[src/common/tlx_cmd_settings.svh]
/*
 * command bridge settings: field widths, queue depth and credit thresholds
 */
`ifndef TLX_CMD_SETTINGS_SVH
`define TLX_CMD_SETTINGS_SVH

// command field widths
`define TLX_OPCODE_W      8
`define TLX_EA_W          68
`define TLX_AFUTAG_W      16
`define TLX_DL_W          2
`define TLX_PL_W          3
`define TLX_ACTAG_W       12
`define TLX_PASID_W       20

// one write data beat, a write carries two
`define TLX_BEAT_W        512

// entries per queue, ready drops at half
`define TLX_QUEUE_DEPTH   32

// credit counters and issue thresholds
`define TLX_CMD_CREDIT_W  4
`define TLX_DATA_CREDIT_W 6
`define TLX_CMD_RESERVE   3
`define TLX_WR_DATA_MIN   5

`endif
[src/source/cmd_queue.sv]
/*
 * command queue: first-word-fall-through circular buffer,
 * push ready drops once half the entries are in use
 */
`timescale 1ns/1ns
`include "tlx_cmd_settings.svh"

module cmd_queue #(
   parameter type T     = logic,
   parameter int  DEPTH = `TLX_QUEUE_DEPTH
) (
   input  logic clk_tlx,
   input  logic rst_n,
   input  logic push_valid,
   input  T     push_entry,
   output logic push_ready,
   output logic head_valid,
   output T     head_entry,
   input  logic pop
);

   localparam int PTR_W = (DEPTH > 1) ? $clog2(DEPTH) : 1;
   localparam int CNT_W = $clog2(DEPTH + 1);
   localparam logic [PTR_W-1:0] LAST_SLOT = PTR_W'(DEPTH - 1);
   localparam logic [CNT_W-1:0] HALF      = CNT_W'(DEPTH / 2);

   T                 mem [DEPTH];
   logic [PTR_W-1:0] wr_ptr;
   logic [PTR_W-1:0] rd_ptr;
   logic [CNT_W-1:0] count;
   logic             do_push;
   logic             do_pop;

   // refuse pushes from half full on, the source sees ready low
   assign push_ready = (count < HALF);
   assign do_push    = push_valid && push_ready;
   assign do_pop     = pop && head_valid;

   assign head_valid = (count != '0);
   assign head_entry = mem[rd_ptr];

   always_ff @(posedge clk_tlx)
   begin
      if (do_push)
      begin
         mem[wr_ptr] <= push_entry;
      end
   end

   //----------------------------------------------------------------------
   // pointers and occupancy
   //----------------------------------------------------------------------
   always_ff @(posedge clk_tlx or negedge rst_n)
   begin
      if (!rst_n)
      begin
         wr_ptr <= '0;
         rd_ptr <= '0;
         count  <= '0;
      end
      else
      begin
         if (do_push)
         begin
            wr_ptr <= (wr_ptr == LAST_SLOT) ? '0 : wr_ptr + 1'b1;
         end
         if (do_pop)
         begin
            rd_ptr <= (rd_ptr == LAST_SLOT) ? '0 : rd_ptr + 1'b1;
         end
         case ({do_push, do_pop})
            2'b10:   count <= count + 1'b1;
            2'b01:   count <= count - 1'b1;
            default: count <= count;
         endcase
      end
   end

endmodule

[config.mk]
export PLATFORM = sky130hd
export DESIGN_NAME = cmd_queue
export DESIGN_NICKNAME = d
export VERILOG_FILES = /design/src/source/cmd_queue.sv
export VERILOG_INCLUDE_DIRS = /design/src /design/src/common
export SDC_FILE = /design/constraint.sdc
export NUM_CORES = 1
export LEC_CHECK = 0
export ABC_AREA = 1
export BUFFER_PORTS_ARGS = -buffer_cell sky130_fd_sc_hd__buf_2
export CAP_MARGIN = 20
export CORE_UTILIZATION = 35
export DETAILED_ROUTE_END_ITERATION = 8
export SYNTH_ARGS = -nofsm -noshare
export SYNTH_HDL_FRONTEND = slang
export SYNTH_SLANG_ARGS = --single-unit
[constraint.sdc]
create_clock -name clk_tlx -period 5.1 [get_ports clk_tlx]
set_clock_uncertainty 0.15 [all_clocks]
set_input_delay 1.02 -clock clk_tlx [delete_from_list [all_inputs] [get_ports clk_tlx]]
set_output_delay 1.02 -clock clk_tlx [all_outputs]
set_load 0.02 [all_outputs]
* Word level (Yosys, flattened, before mapping)
Memory sizes are Yosys's and may differ from the RTL's.
Cells that the tools add are included.
W data, S select, Z words.
** Word-level totals
- Register bits :: 16
- Bits in writable memories :: 32
- Input bits :: 5
- Output and inout port bits :: 3
- Logic and storage cells :: 22
- Memories kept :: 1
** Operators by class
- Add/sub/neg operators :: 4
- Magnitude comparators :: 1
- Eq/ne operators :: 4
- Mux-type cells :: 5
- Reductions and logical operators :: 4
** Memories
- mem :: words 32, bits a word 1, rd ports 1, clocked after memory_dff 0, wr ports 1, RTL line cmd_queue.sv:27 : T mem [DEPTH];
** Operator list (number)
- $pmux W6 S2 :: 1
- $add A5 B1 Y5 const B :: 2
- $eq A5 B5 Y1 const B :: 2
- $mux W5 :: 2
- $add A6 B1 Y6 const B :: 1
- $lt A6 B5 Y1 const B :: 1
- $reduce_bool A6 Y1 :: 1
- $sub A6 B1 Y6 const B :: 1
- $eq A2 B1 Y1 const B :: 1
- $eq A2 B2 Y1 const B :: 1
- $logic_and A1 B1 Y1 :: 2
- $mux W1 :: 2
- $reduce_bool A2 Y1 :: 1

* Longest topological paths before layout
Gate-level depths: netlist of the first run.
- Depth in word-level cells :: 4
- Gate-level depth with buffers :: 14
- Depth with buffers taken out :: 14

* Least setup slack after synthesis of the first run
Ideal clock, no wire load.
- Kind :: input to register
- From :: in pop
- To :: reg count[5]
- Setup time :: 0.117 ns
- Data arrival time :: 2.267 ns
- Data required time :: 4.833 ns
- Slack :: 2.566 ns
- Stages :: 12
- Buffers on the path :: 0
- Cell sequence :: nand2_1 > inv_2 > ha_1 > ha_1 > nand3_1 > nand3_1 > nand3_1 > nand2_1 > nand2_1 > nand2_1 > nand2_1 > nand2_1
** Between the ends
- Longest elaborated chain between the ends :: 3
- Elaborated cells between the ends (all ways) :: 5
- Those cells by class :: eq/ne (2); mux (1); reduce/logical (2)
** Ends and longest elaborated chain
- start, declared :: RTL line cmd_queue.sv:19 : input logic pop
- $logic_and A1 B1 Y1 (*) :: RTL line cmd_queue.sv:37 : assign do_pop = pop && head_valid;
- named net do_pop :: RTL line cmd_queue.sv:32 : logic do_pop;
- $eq A2 B1 Y1 or $eq A2 B2 Y1 (tied branches) :: RTL line cmd_queue.sv:71 : case ({do_push, do_pop})
- $pmux W6 S2 or $reduce_bool A2 Y1 (tied branches)
- end signal, assigned :: RTL line cmd_queue.sv:72 : 2'b10: count <= count + 1'b1;
- end signal, assigned :: RTL line cmd_queue.sv:73 : 2'b01: count <= count - 1'b1;
- end signal, assigned :: RTL line cmd_queue.sv:74 : default: count <= count;
- end, declared :: RTL line cmd_queue.sv:30 : logic [CNT_W-1:0] count;
Mark *: on every way through the listed nets, which the timed path passes. The rest lies on a longest branch.
A chain may end at the register's enable or synchronous reset.

* Worst setup path in the final report of the first run
- From :: reg rd_ptr[0]
- To :: out head_entry
** Between the ends
- Longest elaborated chain between the ends :: 1
** Ends and longest elaborated chain
- start, declared :: RTL line cmd_queue.sv:29 : logic [PTR_W-1:0] rd_ptr;
- start signal, assigned :: RTL line cmd_queue.sv:69 : rd_ptr <= (rd_ptr == LAST_SLOT) ? '0 : rd_ptr + 1'b1;
- $mem_v2 Z32 W1
- end, declared :: RTL line cmd_queue.sv:18 : output T head_entry,
No other way between the ends.

==> impl_metrics.yaml, run 1 <==
global_routing:
  grt_pass1_wl_mm: 8.09
  grt_pass1_vias: 1701
  grt_usage_pct: 13.9
  grt_max_degree: 33
  grt_overflow: 0
  antenna_found_initial: 0
cells_and_area:
  fin_nets: 321
  final_common_cell: "nand2_1"
  fillers: 758
  layout_common_cells: "75 x nand2_1, 43 x nor2_1, 37 x inv_1"
  stdcell_area_um2: 2780
  syn2layout_area_growth_pct: 7.13
  antenna_cells: 0
  final_util_pct: 38.6
  drive_above_1_share_pct: 8.88
routing:
  wire_per_inst_um: 12.3
  drt-met1-wl_mm: 2.37
  drc: 0
  viasPerCell: 4.67
  firstDrtPassIters: 4
  route.met3.wl_um: 169
  ant_nets: 0
  wl_met2_mm: 2.37
  wirelength_mm: 4.95
  highest_layer: "met4"
  vias: 1882
  drtIter0Drc: 77
worst_setup_path:
  r2r-end: "count[4]"
  crit_path_cell_trace: "inv_2 > nand2_1 > nand2_1 > nand2_1 > o21ai_0 > nand2_1 > nand3_1 > nand3_1 > nand2_1 > buf_2"
  reg2regPathDepth: 11
  cp.required_ns: 3.93
  r2r_setup_slack_ns: 2.65
  critical_path.top_delay_family: "flip-flops"
  end_kind: "output pin"
  worst-path-buf-inv: 2
  cp_max_fo: 23
  arrival_ns: 2.04
  cp_slowest_cell: "dfrtp_1"
  crit_cells: 10
  r2r-start: "count[5]"
  critical-path-max-stage-delay_ns: 0.79
  cp_common_cell: "nand2_1"
  crit_type: "reg2out"
  cp-start-kind: "flop"
die:
  die_w_um: 88.2
  design.core.area_um2: 7210
  start_util_pct: 36.0
  rows: 31
  die_h_um: 88.2
  pin_count: 8
  die_area_um2: 7770
synthesis:
  syn_inst: 296
  synth_area_leaders: "edfxtp_1 37%, dfrtp_1 15%, nand2_1 11%"
  syn-cell-area_um2: 2600
  ys_seq_elements: 48
  ys_seq_area_share_pct: 52.4
  synth_top_cell_area_share_pct: 37.0
  yosys_warnings: 0
  postSynthAreaPerCell_um2: 8.78
  syn-num-nets: 314
  ys_types: 28
  synth_area_leader_cell: "edfxtp_1"
clock_network:
  cts.clk_slew.worst_paths_ns: 0.08
  cts_buffers: 5
  clock_latency_ns: 0.29
  cts_resized: 0
  postCtsSetupBuffers: 0
  cts_tree: "yes"
  clock-sinks: 48
  cts-root-buf: "clkbuf_8"
  ctsHoldBuffers: 0
  htree_levels: 2
  clockBufferDepth: 2
timing:
  fin_crit_sh_pct: 63.0
  setup_viol: 0
  grt_setup_unrepaired: "false"
  fin_ws_ns: 1.89
  tns_ns: 0
  period_minus_slack_ns: 3.21
  max_slew.worst_pin.slew_ns: 0.682
  max_freq_mhz: 311
  slew_headroom_pct: 54.6
  hold_viol_final: 0
  slew_viol_final: 0
placed_design:
  dp_slack_ns: 2.21
  dp_hpwl_mm: 3.55
  place_congestion: 0.775
  placed_area_um2: 2700
  portBuffers: 7
pwr:
  p_per_area_nw_per_um2: 497
  ir_worst_vdd_mv: 0.141
  power_leakage_uw: 0.00124
  design_power_total_uw: 1380
run_status:
  status: "finished clean"
hold_path:
  holdPathStages: 2
  worstHoldStart: "count[3]"
  hold_class: "reg2reg"
  hold_end: "count[3]"
flow_run:
  cap_violations: 0
## synth_stat cells, drive strengths merged
cell / count
dfrtp: 16
xor2: 2
o21ai: 10
clkbuf: 1
clkinv: 1
edfxtp: 32
inv: 40
nand3: 36
nor2: 44
nand2: 81
or2: 4
xnor2: 2
nor3: 2
buf: 6
a31oi: 1
a21oi: 5
fa: 1
ha: 12
## registers in the layout (all words and copies together), names as in the netlist
signal  count
mem        32
count       6
rd_ptr      5
wr_ptr      5
## metrics by stage
step | std cells | hold slack, ns
after global routing | 403 | 0.426
after global placement | 395 | 0.358
after detailed placement | 395 | 0.368
after floorplan | 296 | 0.328
after CTS | 403 | 0.387
final | 403 | 0.383
## metal layers
metal,vias to the layer above,global-route usage (%)
met5,-,0
li1,956,-
met3,2,2.54
met2,32,22.2
met1,892,19.2
met4,0,4.40
## tightest hold or removal path, stage by stage, from the launching register on
cell	delay, ns
dfrtp_1	0.38
nand2_1	0.05
o21ai_0	0.07
## logic make-up after synthesis
family                   count (synthesis)  synth area share, %
buffers and inverters                   48                 8.09
XOR/XNOR                                 4                 1.35
adder cells (fa/ha/maj)                 13                 6.55
AO/OA/AOI/OAI                           16                 3.27
AND/OR/NAND/NOR                        167                 28.4
flip-flops                              48                 52.4
## where the power goes
group	internal (uW)	switching, uW	total, uW
clock network	96.4	117	213
registers	485	113	598
logic	211	362	573
## cell type report
type	instances	area, um2	share of cell area (%)
multi-input combinational	200	1030	36.9
sequential	48	1360	48.9
clock inverter	1	5.00	0.180
clock buffer	7	76.3	2.74
inverter	41	155	5.57
tap	99	124	4.45
timing repair buffer	7	35.0	1.26
## worst max path at each step
stage	startpoint	endpoint	slack (ns)
2_1_floorplan	pop	count[5]	2.57
3_3_place_gp	rd_ptr[0]	head_entry	2.24
3_5_place_dp	pop	count[4]	2.21
4_1_cts	rd_ptr[0]	head_entry	1.89
5_1_grt	rd_ptr[0]	head_entry	1.64
6_report	rd_ptr[0]	head_entry	1.89
(Power assumes the default switching activity.)
==> run 2, diff against run 1 <==
--- a/config.mk
+++ b/config.mk
@@ -6,7 +6,7 @@
 export SDC_FILE = /design/constraint.sdc
 export NUM_CORES = 1
 export LEC_CHECK = 0
-export ABC_AREA = 1
+export ABC_AREA = 0
 export BUFFER_PORTS_ARGS = -buffer_cell sky130_fd_sc_hd__buf_2
 export CAP_MARGIN = 20
 export CORE_UTILIZATION = 35
==> constraint.sdc (replaced) <==
create_clock -name clk_tlx -period 2.8 [get_ports clk_tlx]
set_clock_uncertainty 0.15 [all_clocks]
set_input_delay 0.56 -clock clk_tlx [delete_from_list [all_inputs] [get_ports clk_tlx]]
set_output_delay 0.56 -clock clk_tlx [all_outputs]
set_load 0.02 [all_outputs]
==> run 2 against run 1 <==
The run now ends with negative setup slack left. Final area shrank 0.40%. Global-route usage shrank 0.79 points. Flip-flop and latch count is the same. Wire length shrank 9.9%.
==> impl_metrics.yaml, run 2 <==
worst_setup_path:
  worst-path-buf-inv: 2
  crit_path_cell_trace: "buf_12 > mux4_2 > mux2i_1 > nor2_1 > or4_1 > buf_6"
  arrival_ns: 2.22
  cp_max_fo: 6
  cp-start-kind: "flop"
  crit_cells: 6
  cp.required_ns: 2.09
  crit_type: "reg2out"
  end_kind: "output pin"
  critical-path-max-stage-delay_ns: 0.53
  reg2regPathDepth: 9
  critical_path.top_delay_family: "multiplexers"
  cp_slowest_cell: "or4_1"
die:
  die_area_um2: 7320
  pin_count: 8
  start_util_pct: 36.1
  rows: 30
  design.core.area_um2: 6760
  die_h_um: 85.5
  die_w_um: 85.5
routing:
  drtIter0Drc: 84
  drc: 0
  wirelength_mm: 4.46
  vias: 1547
  firstDrtPassIters: 4
  wire_per_inst_um: 15.1
  ant_nets: 0
  viasPerCell: 5.23
global_routing:
  grt_pass1_vias: 1453
  grt_max_degree: 33
  grt_overflow: 0
  grt_usage_pct: 13.1
  grt_pass1_wl_mm: 7.29
  antenna_found_initial: 0
timing:
  max_slew.worst_pin.slew_ns: 0.480
  slew_viol_final: 0
  fin_hold_ws_ns: 0.0147
  setup_viol: 1
  slew_headroom_pct: 68.0
  grt_setup_unrepaired: "true"
  hold_viol_final: 0
  fin_crit_sh_pct: 105
  fin_ws_ns: -0.133
  period_minus_slack_ns: 2.93
  max_freq_mhz: 341
cells_and_area:
  multi_input_area_um2: 1040
  fin_nets: 233
  regMostFlops: "mem"
  largestRegisters: "mem x32, count x6"
  seqCellArea_um2: 1360
  final_common_cell: "nor2_1"
  largest_reg_flops: 32
  layout_common_cells: "36 x nor2_1, 32 x edfxtp_1, 19 x nand2_1"
  finalNonFillerCells: 296
  drive_above_1_share_pct: 21.8
  syn2layout_area_growth_pct: 13.5
  final_util_pct: 41.0
  fillers: 644
  antenna_cells: 0
clock_network:
  cts-root-buf: "clkbuf_8"
  cts.clk_slew.worst_paths_ns: 0.09
  htree_levels: 2
  cts_buffers: 5
  clockBufferDepth: 2
  clock_latency_ns: 0.30
  cts_tree: "yes"
  clock-sinks: 48
placed_design:
  portBuffers: 7
  dp_slack_ns: 0.0735
  dp_hpwl_mm: 3.16
  dp.cells: 284
  place_congestion: 0.743
synthesis:
  ys_async_sr_fraction_pct: 33.3
  synth-main-ff-cell: "edfxtp_1"
  synth_commonest_cells: "37 x nor2_1, 32 x edfxtp_1, 19 x nand2_1, 16 x dfrtp_1, 12 x ha_1"
  ys_seq_elements: 48
  postSynthAreaPerCell_um2: 12.2
  ys_seq_area_share_pct: 55.7
  synth-edff-count: 32
  yosys_warnings: 0
  syn-num-nets: 219
  synth_top_cell_area_share_pct: 39.3
  yosysMostFrequentCell: "nor2_1"
  synth_area_leaders: "edfxtp_1 39%, dfrtp_1 16%, ha_1 6.1%"
  synth_area_leader_cell: "edfxtp_1"
  ys_types: 38
  syn-cell-area_um2: 2440
  syn_inst: 201
pwr:
  ir_worst_vdd_mv: 0.375
  power_leakage_uw: 0.00104
  p_per_area_nw_per_um2: 970
run_status:
  violations: "negative setup slack"
  status: "finished, violations left"
flow_run:
  cap_violations: 0
hold_path:
  hold_class: "in2async"
==> run 2: timing repair <==
item,in CTS,in global routing
hold buffers,0,0
endpoints found under the setup margin,1,2
gates resized for setup,5,1
pin swaps,1,4
setup buffers,1,3
==> run 2: worst paths after layout <==
check / start / end / slack (ns)
worst min-delay path: rst_n / wr_ptr[1] / 0.01
min in group clk_tlx: count[5] / count[5] / 0.38
max in group asynchronous: rst_n / rd_ptr[0] / 2.19
worst max-delay path: rd_ptr[0] / head_entry / -0.13
worst max register to register: count[1] / count[5] / 0.13
worst min register to register: count[5] / count[5] / 0.38
==> run 2: where the power goes <==
part	total, uW	internal [uW]	switching, uW
clock	505	269	236
sequential	1080	881	201
combinational	1100	593	507
total	2690	1740	945
==> run 2: worst register-to-register path, cell delays in order, from the launching register on <==
cell and delay [ns]:
dfrtp_1 0.44, nor4_2 0.31, a21bo_2 0.19, inv_1 0.06, ha_4 0.18, ha_1 0.29
a211o_1 0.29, nand3_1 0.07, or4b_4 0.45, xor2_1 0.15
==> run 2: layout make-up <==
cell class / count / share of cell area, %
clock buffer: 5 / 2.48
clock inverter: 3 / 1.71
inverter: 5 / 0.677
multi-input combinational: 138 / 37.5
sequential: 48 / 49.1
tap: 80 / 3.61
timing repair buffer: 17 / 4.83
==> run 2: cell families (layout without fill, tap and decap cells) <==
kind of cell    Yosys count  in the layout  synth area share, %
simple gates             83             83                 16.3
flops                    48             48                 55.7
compound gates           22             22                 5.64
mux                      15             15                 10.9
buf+inv                  15             30                 2.72
fa+ha+maj                13             13                 6.97
xor+xnor                  5              5                 1.79
==> run 2: per-stage QoR <==
| step | cell area, um2 | total power [uW] | setup TNS, ns |
|---|---|---|---|
| after CTS | 2740 | 2700 | -0.149 |
| after detailed placement | 2620 | 2150 | 0 |
| final | 2770 | 2690 | -0.133 |
| after floorplan | 2480 | 1880 | 0 |
| after global placement | 2620 | 2120 | 0 |
| after global routing | 2770 | 2890 | -0.207 |
==> run 2: per-layer routing <==
layer	share of wire (%)	global-route usage, %
met5	0	0
met4	1.6	5.00
met3	2.5	2.60
met2	49	21.3
met1	47	17.5
