<file path="config.mk">
export PLATFORM = sky130hd
export DESIGN_NAME = cmd_issue_flat
export DESIGN_NICKNAME = d
export VERILOG_FILES = /design/src/common/tlx_cmd_pkg.sv /design/src/common/credit_if.sv /design/src/issue/cmd_issue.sv /design/src/flat_wrapper.sv
export VERILOG_INCLUDE_DIRS = /design/src /design/src/common
export SDC_FILE = /design/constraint.sdc
export NUM_CORES = 1
export LEC_CHECK = 0
export ABC_CLOCK_PERIOD_IN_PS = 18290
export BUFFER_PORTS_ARGS = -buffer_cell sky130_fd_sc_hd__buf_2
export CORE_AREA = 4 4 756 758
export CTS_BUF_LIST = sky130_fd_sc_hd__clkbuf_4 sky130_fd_sc_hd__clkbuf_8 sky130_fd_sc_hd__clkbuf_16
export DETAILED_ROUTE_END_ITERATION = 10
export DIE_AREA = 0 0 760 762
export SLEW_MARGIN = 10
export SYNTH_ARGS = -nofsm -noshare
export SYNTH_HDL_FRONTEND = slang
export SYNTH_SLANG_ARGS = --single-unit
</file>
<file path="constraint.sdc">
create_clock -name clk_tlx -period 18.29 [get_ports clk_tlx]
set_clock_uncertainty 0.15 [all_clocks]
set_input_delay 3.658 -clock clk_tlx [delete_from_list [all_inputs] [get_ports clk_tlx]]
set_output_delay 3.658 -clock clk_tlx [all_outputs]
set_load 0.02 [all_outputs]
</file>
<file path="src/common/tlx_cmd_settings.svh">
/*
 * command bridge settings: field widths, queue depth and credit thresholds
 */
`ifndef TLX_CMD_SETTINGS_SVH
`define TLX_CMD_SETTINGS_SVH

// command field widths
`define TLX_OPCODE_W      8
`define TLX_EA_W          68
`define TLX_AFUTAG_W      16
`define TLX_DL_W          2
`define TLX_PL_W          3
`define TLX_ACTAG_W       12
`define TLX_PASID_W       20

// one write data beat, a write carries two
`define TLX_BEAT_W        512

// entries per queue, ready drops at half
`define TLX_QUEUE_DEPTH   32

// credit counters and issue thresholds
`define TLX_CMD_CREDIT_W  4
`define TLX_DATA_CREDIT_W 6
`define TLX_CMD_RESERVE   3
`define TLX_WR_DATA_MIN   5

`endif
</file>
<file path="src/common/tlx_cmd_pkg.sv">
/*
 * command bridge types: transaction layer command fields
 * and the payloads held by the write and read queues
 */
`include "tlx_cmd_settings.svh"

package tlx_cmd_pkg;

   // dl code 1 is 64 bytes, code 2 is 128 bytes
   // so the upper dl bit alone calls for the second beat
   localparam int DL_128B_BIT = 1;

   //----------------------------------------------------------------------
   // command fields, 129 bits
   //----------------------------------------------------------------------
   typedef struct packed {
      logic [`TLX_OPCODE_W-1:0] opcode;
      logic [`TLX_EA_W-1:0]     ea_or_obj;
      logic [`TLX_AFUTAG_W-1:0] afutag;
      logic [`TLX_DL_W-1:0]     dl;
      logic [`TLX_PL_W-1:0]     pl;
      logic [`TLX_ACTAG_W-1:0]  actag;
      logic [`TLX_PASID_W-1:0]  pasid;
   } tlx_cmd_t;

   //----------------------------------------------------------------------
   // queue payloads
   //----------------------------------------------------------------------
   // data[0] is the lower 64B beat, data[1] the upper one
   typedef struct packed {
      tlx_cmd_t                         cmd;
      logic [1:0][`TLX_BEAT_W-1:0]      data;
   } wr_entry_t;

   typedef struct packed {
      tlx_cmd_t cmd;
   } rd_entry_t;

endpackage

</file>
<file path="src/common/credit_if.sv">
/*
 * credit link between the issue stage and the credit tracker
 */
`timescale 1ns/1ns

interface credit_if;

   // one pulse per command and per data beat on the output
   logic cmd_sent;
   logic beat_sent;

   // registered go flags from the credit counts
   logic cmd_ok;
   logic wr_ok;

   modport issue (
      output cmd_sent,
      output beat_sent,
      input  cmd_ok,
      input  wr_ok
   );

   modport tracker (
      input  cmd_sent,
      input  beat_sent,
      output cmd_ok,
      output wr_ok
   );

endinterface

</file>
<file path="src/issue/cmd_issue.sv">
/*
 * issue stage: alternates write and read slots, pops the queues
 * under credit control and drives the command and data beat lanes
 */
`timescale 1ns/1ns
`include "tlx_cmd_settings.svh"

module cmd_issue (
   input  logic                    clk_tlx,
   input  logic                    rst_n,

   // write queue head
   input  logic                    wr_head_valid,
   input  tlx_cmd_pkg::wr_entry_t  wr_head_entry,
   output logic                    wr_pop,

   // read queue head
   input  logic                    rd_head_valid,
   input  tlx_cmd_pkg::rd_entry_t  rd_head_entry,
   output logic                    rd_pop,

   credit_if.issue                 crd,

   // toward the transaction layer
   output logic                    cmd_valid,
   output tlx_cmd_pkg::tlx_cmd_t   cmd,
   output logic                    cdata_valid,
   output logic [`TLX_BEAT_W-1:0]  cdata_bus
);

   import tlx_cmd_pkg::*;

   logic                   slot;
   logic                   upper_pend;
   logic [`TLX_BEAT_W-1:0] upper_beat;

   //----------------------------------------------------------------------
   // slot alternation and pop decision
   //----------------------------------------------------------------------
   // write pops in even slots only, so its upper beat always
   // lands in the following odd slot and never meets another write
   assign wr_pop = !slot && wr_head_valid && crd.cmd_ok && crd.wr_ok;
   assign rd_pop = slot && rd_head_valid && crd.cmd_ok;

   always_ff @(posedge clk_tlx or negedge rst_n)
   begin
      if (!rst_n)
      begin
         slot        <= 1'b0;
         cmd_valid   <= 1'b0;
         cdata_valid <= 1'b0;
         upper_pend  <= 1'b0;
      end
      else
      begin
         slot        <= ~slot;
         cmd_valid   <= wr_pop || rd_pop;
         cdata_valid <= wr_pop || upper_pend;
         upper_pend  <= wr_pop && wr_head_entry.cmd.dl[DL_128B_BIT];
      end
   end

   //----------------------------------------------------------------------
   // command and data payload
   //----------------------------------------------------------------------
   always_ff @(posedge clk_tlx)
   begin
      if (wr_pop)
      begin
         cmd <= wr_head_entry.cmd;
      end
      else if (rd_pop)
      begin
         cmd <= rd_head_entry.cmd;
      end
   end

   // lower beat goes with the write command, upper beat waits a cycle
   always_ff @(posedge clk_tlx)
   begin
      if (wr_pop)
      begin
         cdata_bus  <= wr_head_entry.data[0];
         upper_beat <= wr_head_entry.data[1];
      end
      else if (upper_pend)
      begin
         cdata_bus <= upper_beat;
      end
   end

   // every output command and every beat costs one credit
   assign crd.cmd_sent  = cmd_valid;
   assign crd.beat_sent = cdata_valid;

endmodule

</file>
<file path="src/flat_wrapper.sv">
// flat-port wrapper written by rule: the top's interface ports become plain ports
module cmd_issue_flat import tlx_cmd_pkg::*;
  (clk_tlx, rst_n, wr_head_valid, wr_head_entry, wr_pop, rd_head_valid, rd_head_entry, rd_pop, cmd_valid, cmd, cdata_valid, cdata_bus, crd_cmd_sent, crd_beat_sent, crd_cmd_ok, crd_wr_ok);
  credit_if crd_i ();
  input  logic clk_tlx;
  input  logic rst_n;
  input  logic wr_head_valid;
  input  tlx_cmd_pkg::wr_entry_t wr_head_entry;
  output logic wr_pop;
  input  logic rd_head_valid;
  input  tlx_cmd_pkg::rd_entry_t rd_head_entry;
  output logic rd_pop;
  output logic cmd_valid;
  output tlx_cmd_pkg::tlx_cmd_t cmd;
  output logic cdata_valid;
  output logic [`TLX_BEAT_W-1:0] cdata_bus;
  output wire logic [$bits(crd_i.cmd_sent)-1:0] crd_cmd_sent;
  output wire logic [$bits(crd_i.beat_sent)-1:0] crd_beat_sent;
  input wire logic [$bits(crd_i.cmd_ok)-1:0] crd_cmd_ok;
  input wire logic [$bits(crd_i.wr_ok)-1:0] crd_wr_ok;
  assign crd_cmd_sent = crd_i.cmd_sent;
  assign crd_beat_sent = crd_i.beat_sent;
  assign crd_i.cmd_ok = crd_cmd_ok;
  assign crd_i.wr_ok = crd_wr_ok;
  cmd_issue u_core (.clk_tlx(clk_tlx), .rst_n(rst_n), .wr_head_valid(wr_head_valid), .wr_head_entry(wr_head_entry), .wr_pop(wr_pop), .rd_head_valid(rd_head_valid), .rd_head_entry(rd_head_entry), .rd_pop(rd_pop), .crd(crd_i), .cmd_valid(cmd_valid), .cmd(cmd), .cdata_valid(cdata_valid), .cdata_bus(cdata_bus));
endmodule
</file>
; ---- Yosys cells after proc, flatten, opt, wreduce, memory -nomap -nowiden
; Cells that the tools add are included.
[classes]
muxes = 4
magnitude_cmp = 0
addsub = 0
div = 0
multipliers = 0
n_shift = 0
reduce_logical = 11
eq_ne = 0
n_bitwise = 1
[ops]
columns = cell, count
row1 = $mux W512, 2
row2 = $mux W129, 2
row3 = $logic_and A1 B1 Y1, 6
row4 = $reduce_bool A2 Y1, 2
row5 = $logic_or A1 B1 Y1, 2
row6 = $logic_not A1 Y1, 1
row7 = $not A1 Y1, 1
[word_totals]
ram_bits = 0
romBits = 0
mem_count = 0
latchBits = 0
input_bits = 1288
register_bits = 1157

; ---- Logic depth before layout (Yosys ltp)
; Gate-level depths: netlist of the first run.
[logic_depth]
word_depth = 5
mapped_depth = 6
ltp_nobuf = 3

; ---- Least setup slack after synthesis of the first run
; Ideal clock, no wire load.
[synth_timing]
path_kind = input -> output
startpoint = input crd_wr_ok
endpoint = output wr_pop
arrival_ns = 14.256
stages = 5
required_time_ns = 14.482
path_slack_ns = 0.226
path_cell_list = nand4b_4 -> buf_4 -> buf_6 -> buf_4 -> inv_1
[synth_between]
elab_chain_len = 1
[synth_rtl]
columns = element, line_no
row1 = from (decl), flat_wrapper.sv:20  ; input wire logic [$bits(crd_i.wr_ok)-1:0] crd_wr_ok;
row2 = $logic_and A1 B1 Y1, cmd_issue.sv:42  ; assign wr_pop = !slot && wr_head_valid && crd.cmd_ok && crd.wr_ok;
row3 = to (decl), flat_wrapper.sv:9  ; output logic wr_pop;
; Every way passes these cells.

; ---- Worst setup path after layout of the first run
[layout_timing]
startpoint = input crd_cmd_ok
endpoint = output wr_pop
[layout_between]
elab_chain_len = 2
[layout_rtl]
columns = element, line_no
row1 = from (decl), flat_wrapper.sv:19  ; input wire logic [$bits(crd_i.cmd_ok)-1:0] crd_cmd_ok;
row2 = $logic_and A1 B1 Y1 (2 in series), cmd_issue.sv:42
; Every way passes these cells.

==> results of run 1 <==
==> synthesized netlist by cell type <==
| master | number | area share |
|---|---|---|
| nand4b_4 | 1 | 0.00056 |
| and3_1 | 1 | 0.00015 |
| nand2b_1 | 1 | 0.00015 |
| buf_6 | 23 | 0.0061 |
| inv_1 | 2 | 0.00018 |
| mux2_2 | 373 | 0.099 |
| dfrtp_1 | 4 | 0.0024 |
| mux2_1 | 268 | 0.071 |
| a21boi_0 | 1 | 0.00018 |
| nand2_1 | 1 | 0.000088 |
| buf_4 | 10 | 0.0018 |
| buf_2 | 40 | 0.0047 |
| nand3b_1 | 1 | 0.00018 |
| and2_1 | 1 | 0.00015 |
| edfxtp_1 | 1153 | 0.81 |
==> cell usage in the layout (no fill, tap or decap), drive strengths merged, types with 4 or more instances in the layout <==
cell type	instances
edfxtp	1153
bufinv	14
dfrtp	4
clkinvlp	5
buf	1966
clkinv	57
mux2	641
diode	314
clkbuf	165
inv	18
==> per-stage QoR <==
step / setup WS (ns) / util / instances / power (mW)
floorplan: 0.226 / - / 1880 / 3.17
global placement: 9.09 / 0.109 / 11300 / 3.42
detailed placement: 9.08 / 0.109 / 11300 / 3.42
CTS: 9.07 / 0.117 / 11500 / 6.46
global route: 8.99 / 0.118 / 11700 / 6.57
finish: 9.07 / 0.119 / 11900 / 6.36
==> where the power goes <==
group	internal (mW)	total, mW	switching [mW]
combinational	0.148	0.355	0.207
clock	1.71	3.00	1.28
sequential	2.98	3.01	0.0264
==> flip-flops by register name, summed over array words and instances, names as in the netlist <==
| register | count |
|---|---|
| u_core.cdata_bus | 512 |
| u_core.upper_beat | 512 |
| u_core.cmd | 129 |
| u_core.cdata_valid | 1 |
| u_core.cmd_valid | 1 |
| u_core.slot | 1 |
| u_core.upper_pend | 1 |
==> layer usage <==
metal,vias to the layer above,GRT usage,wire length (µm)
met5,-,0.00347,1790
met4,266,0.0686,25500
met1,14800,0.152,150000
met2,3017,0.202,173000
li1,12000,-,-
met3,1276,0.0935,69000
==> worst paths after layout <==
| kind | start | endpoint | slack (ns) | depth (start not counted) |
|---|---|---|---|---|
| max | crd_cmd_ok | wr_pop | 9.07 | 4 |
| min | u_core.slot$_DFF_PN0_ | u_core.slot$_DFF_PN0_ | 0.35 | 1 |
| max reg2reg | u_core.slot$_DFF_PN0_ | u_core.upper_beat[266]$_DFFE_PP_ | 12.98 | 6 |
| min reg2reg | u_core.slot$_DFF_PN0_ | u_core.slot$_DFF_PN0_ | 0.35 | 1 |
| max in group asynchronous | rst_n | u_core.upper_pend$_DFF_PN0_ | 15.35 | 1 |
| min in group asynchronous | rst_n | u_core.cdata_valid$_DFF_PN0_ | 2.52 | 1 |
==> kinds of logic after synthesis <==
logic type | synth area share
flops | 0.816
mux | 0.170
buf+inv | 0.0127
simple gates | 0.00126
compound gates | 0.000177
==> layout make-up <==
type                            count  area (µm²)
Antenna cell                      314         786
Clock buffer                      165        3820
Clock inverter                     92         938
Fill cell                       63900      497000
Inverter                            2        15.0
Multi-Input combinational cell    648        7300
Sequential cell                  1157       34700
Tap cell                         7506        9390
Timing Repair Buffer             1966        9940
==> results.cfg, run 1 <==
[global_routing]
track_usage = 0.138
grt-ovfl-total = 0
antenna_found_initial = 591
grt_pass1_vias = 29000
grt_first_pass_wirelength_mm = 481
grt_max_degree = 135

[final_layout]
drive_gt1_frac = 0.639
syn2layout_area_growth_pct = 57.3
final_nets = 5207
finish.instance_area_um2 = 66900

[cts]
clk_latency_ns = 0.83
ctsResizeCount = 0
clockRootBuffer = clkbuf_16
cts.sinks = 1157
post-cts-setup-buffers = 0
ctsHoldBuffers = 0
cts_tree = yes
cts_buffers = 144
cts.clk_slew.worst_paths_ns = 0.06
cts_buffer_depth = 4
cts.htree.levels = 4

[die]
dieHeight_um = 762
die_w_um = 760
io-pin-count = 1935
core_area_um2 = 564000
initial_utilization = 0.0754
rows = 276
fp.dieArea_um2 = 579000

[route]
antenna_left = 0
routedWlPerCell_um = 35.4
drc = 0
via_per_inst = 2.65
wl_mm = 420
vias = 31400
first_pass_iters = 6
drt_first_iter_violations = 3491

[yosys]
synth.cell_area_um2 = 42500
yosysWarnings = 0
ys_seq_area_frac = 0.816
synth.distinct_cells = 15
synthCells = 1880
syn_nets = 3168
synth_seq_cells = 1157
postSynthAreaPerCell_um2 = 22.6

[sta]
report.final.slew_viol_count = 0
max-slew-margin-rel = 0.255
setup_viol = 0
clock.fmax_ghz = 0.108
rsz0062_at_grt = no
tightest_slew_ns = 1.12
worst_hold_slack_ns = 0.348
finalCritPeriodShare = 0.504
fin_crit_ns = 9.22
timing.setup.tns_ns = 0
hold_viol_final = 0

[critical_path]
crit_path_frequent_cell = buf_2
worst-path-buf-inv = 3
crit_type = input pin to output pin
crit_fanout = 66
cp-end-kind = output pin
cpLargestDelayFamily = buffers and inverters
cp.arrival_ns = 5.41
worstPathCellList = buf_2, nand4b_4, inv_8, buf_2
required_ns = 14.48
cp_slowest_cell = inv_8
max_stage_delay_ns = 0.68
setup.worst_path.start_class = input pin

[power]
power.leakage_nw = 23.4
power_density_nw_per_um2 = 95.1
vdd_drop_max_mv = 0.0813

[placement]
dp_hpwl_mm = 376
io_buffers = 1934
gp_congestion = 1.15
place_area_um2 = 61400

[run]
cap_violations = 0

[outcome]
outcome = finished, final reports clean

[hold_path]
hold_class = register to register
Note: power is estimated with default switching activity, not from simulation.
==> inputs of run 2 (changes only) <==
--- a/config.mk
+++ b/config.mk
@@ -6,7 +6,7 @@
 export SDC_FILE = /design/constraint.sdc
 export NUM_CORES = 1
 export LEC_CHECK = 0
-export ABC_CLOCK_PERIOD_IN_PS = 18290
+export ABC_CLOCK_PERIOD_IN_PS = 8000
 export BUFFER_PORTS_ARGS = -buffer_cell sky130_fd_sc_hd__buf_2
 export CORE_AREA = 4 4 756 758
 export CTS_BUF_LIST = sky130_fd_sc_hd__clkbuf_4 sky130_fd_sc_hd__clkbuf_8 sky130_fd_sc_hd__clkbuf_16
==> constraint.sdc (replaced) <==
create_clock -name clk_tlx -period 8 [get_ports clk_tlx]
set_clock_uncertainty 0.15 [all_clocks]
set_input_delay 1.6 -clock clk_tlx [delete_from_list [all_inputs] [get_ports clk_tlx]]
set_output_delay 1.6 -clock clk_tlx [all_outputs]
set_load 0.02 [all_outputs]
==> run 2 against run 1 <==
- total power is 130% higher
- utilization up 0.071 points
- via count rose by 1.3%
- cell area increased by 0.60%
- largest cell class unchanged
==> results.cfg, run 2 (synthesis gave the netlist of run 1 again) <==
[route]
wl_mm = 423
via_per_inst = 2.66
first_pass_iters = 5
routedWlPerCell_um = 35.4
vias = 31800
antenna_left = 0
drc = 0
drt_first_iter_violations = 3494

[sta]
tightest_slew_ns = 1.17
finalCritPeriodShare = 0.589
hold_viol_final = 0
report.final.slew_viol_count = 0
fin_crit_ns = 4.71
max-slew-margin-rel = 0.221
clock.fmax_ghz = 0.212
setup_viol = 0
worst_slack_ns = 3.29
rsz0062_at_grt = no

[cts]
cts.clk_slew.worst_paths_ns = 0.06
cts_buffer_depth = 4
cts_buffers = 142
clockRootBuffer = clkbuf_16
cts_tree = yes
clk_latency_ns = 0.85
cts.sinks = 1157
cts.htree.levels = 4
ctsResizeCount = 0
post-cts-setup-buffers = 0
ctsHoldBuffers = 0

[placement]
gp_congestion = 1.17
io_buffers = 1934
dp_hpwl_mm = 378
pre_cts_slack_ns = 2.92

[die]
rows = 276
die_w_um = 760
dieHeight_um = 762
core_area_um2 = 564000
initial_utilization = 0.0754
io-pin-count = 1935
fp.dieArea_um2 = 579000

[power]
power_density_nw_per_um2 = 215
vdd_drop_max_mv = 0.164
power.leakage_nw = 23.5
power.total_mw = 14.5

[final_layout]
reg_top3 = u_core.cdata_bus: 512 flops, u_core.upper_beat: 512 flops, u_core.cmd: 129 flops
syn2layout_area_growth_pct = 58.2
mostFrequentLayoutCell = buf_2
drive_gt1_frac = 0.641
final_nets = 5212
final_cell_mix = buf_2, edfxtp_1, mux2_2

[critical_path]
crit_fanout = 9
crit_type = input pin to output pin
cp-end-kind = output pin
r2r_setup_slack_ns = 4.69
required_ns = 6.25
cp.arrival_ns = 2.96
setup.worst_path.start_class = input pin

[global_routing]
track_usage = 0.139
grt_first_pass_wirelength_mm = 485
grt_max_degree = 125
grt-ovfl-total = 0
grt_pass1_vias = 29400
antenna_found_initial = 574

[run]
cap_violations = 0

[outcome]
outcome = finished, final reports clean

[hold_path]
hold_class = register to register
run 2: critical path, stage by stage:
cell and delay, ns:
buf_2 0.31, nand4b_4 0.37, clkinvlp_4 0.39, buf_2 0.24
run 2: layer usage:
| layer | vias up | global-route usage | wire length [µm] |
|---|---|---|---|
| li1 | 12100 | - | - |
| met5 | - | 0.00719 | 2100 |
| met3 | 1215 | 0.0927 | 68200 |
| met2 | 2946 | 0.196 | 168000 |
| met1 | 15200 | 0.160 | 158000 |
| met4 | 268 | 0.0689 | 26400 |
run 2: final timing paths:
kind	startpoint	to	depth (start not counted)
worst max-delay path	crd_cmd_ok	wr_pop	4
worst min-delay path	u_core.slot$_DFF_PN0_	u_core.slot$_DFF_PN0_	1
worst max register to register	u_core.slot$_DFF_PN0_	u_core.cdata_bus[183]$_DFFE_PP_	4
worst min register to register	u_core.slot$_DFF_PN0_	u_core.slot$_DFF_PN0_	1
max in group asynchronous	rst_n	u_core.cmd_valid$_DFF_PN0_	1
min in group asynchronous	rst_n	u_core.upper_pend$_DFF_PN0_	1
run 2: final cells by class:
class | instances | area, µm²
diodes | 407 | 1020
multi-input cells | 648 | 7300
well taps | 7506 | 9390
inverters | 2 | 11.3
fillers | 63800 | 497000
clock inverters | 81 | 943
repair buffers | 1973 | 10100
clock buffers | 173 | 3810
flip-flops and latches | 1157 | 34700
run 2: through the flow:
stage | setup TNS (ns) | hold slack [ns] | cells | utilization | instance area (µm²)
2_1_floorplan | -1828.62 | 0.292 | 1880 | - | 42600
4_1_cts | 0 | 0.335 | 11500 | 0.117 | 66300
3_3_place_gp | 0 | 0.328 | 11300 | 0.109 | 61500
3_5_place_dp | 0 | 0.327 | 11300 | 0.109 | 61500
6_report | 0 | 0.340 | 11900 | 0.119 | 67300
5_1_grt | 0 | 0.359 | 11800 | 0.119 | 66900
run 2: where the power goes:
group | switching [mW] | internal [mW] | leakage, nW
Clock | 2.89 | 3.87 | 2.36
Sequential | 0.0710 | 6.82 | 10.5
Combinational | 0.516 | 0.341 | 10.6
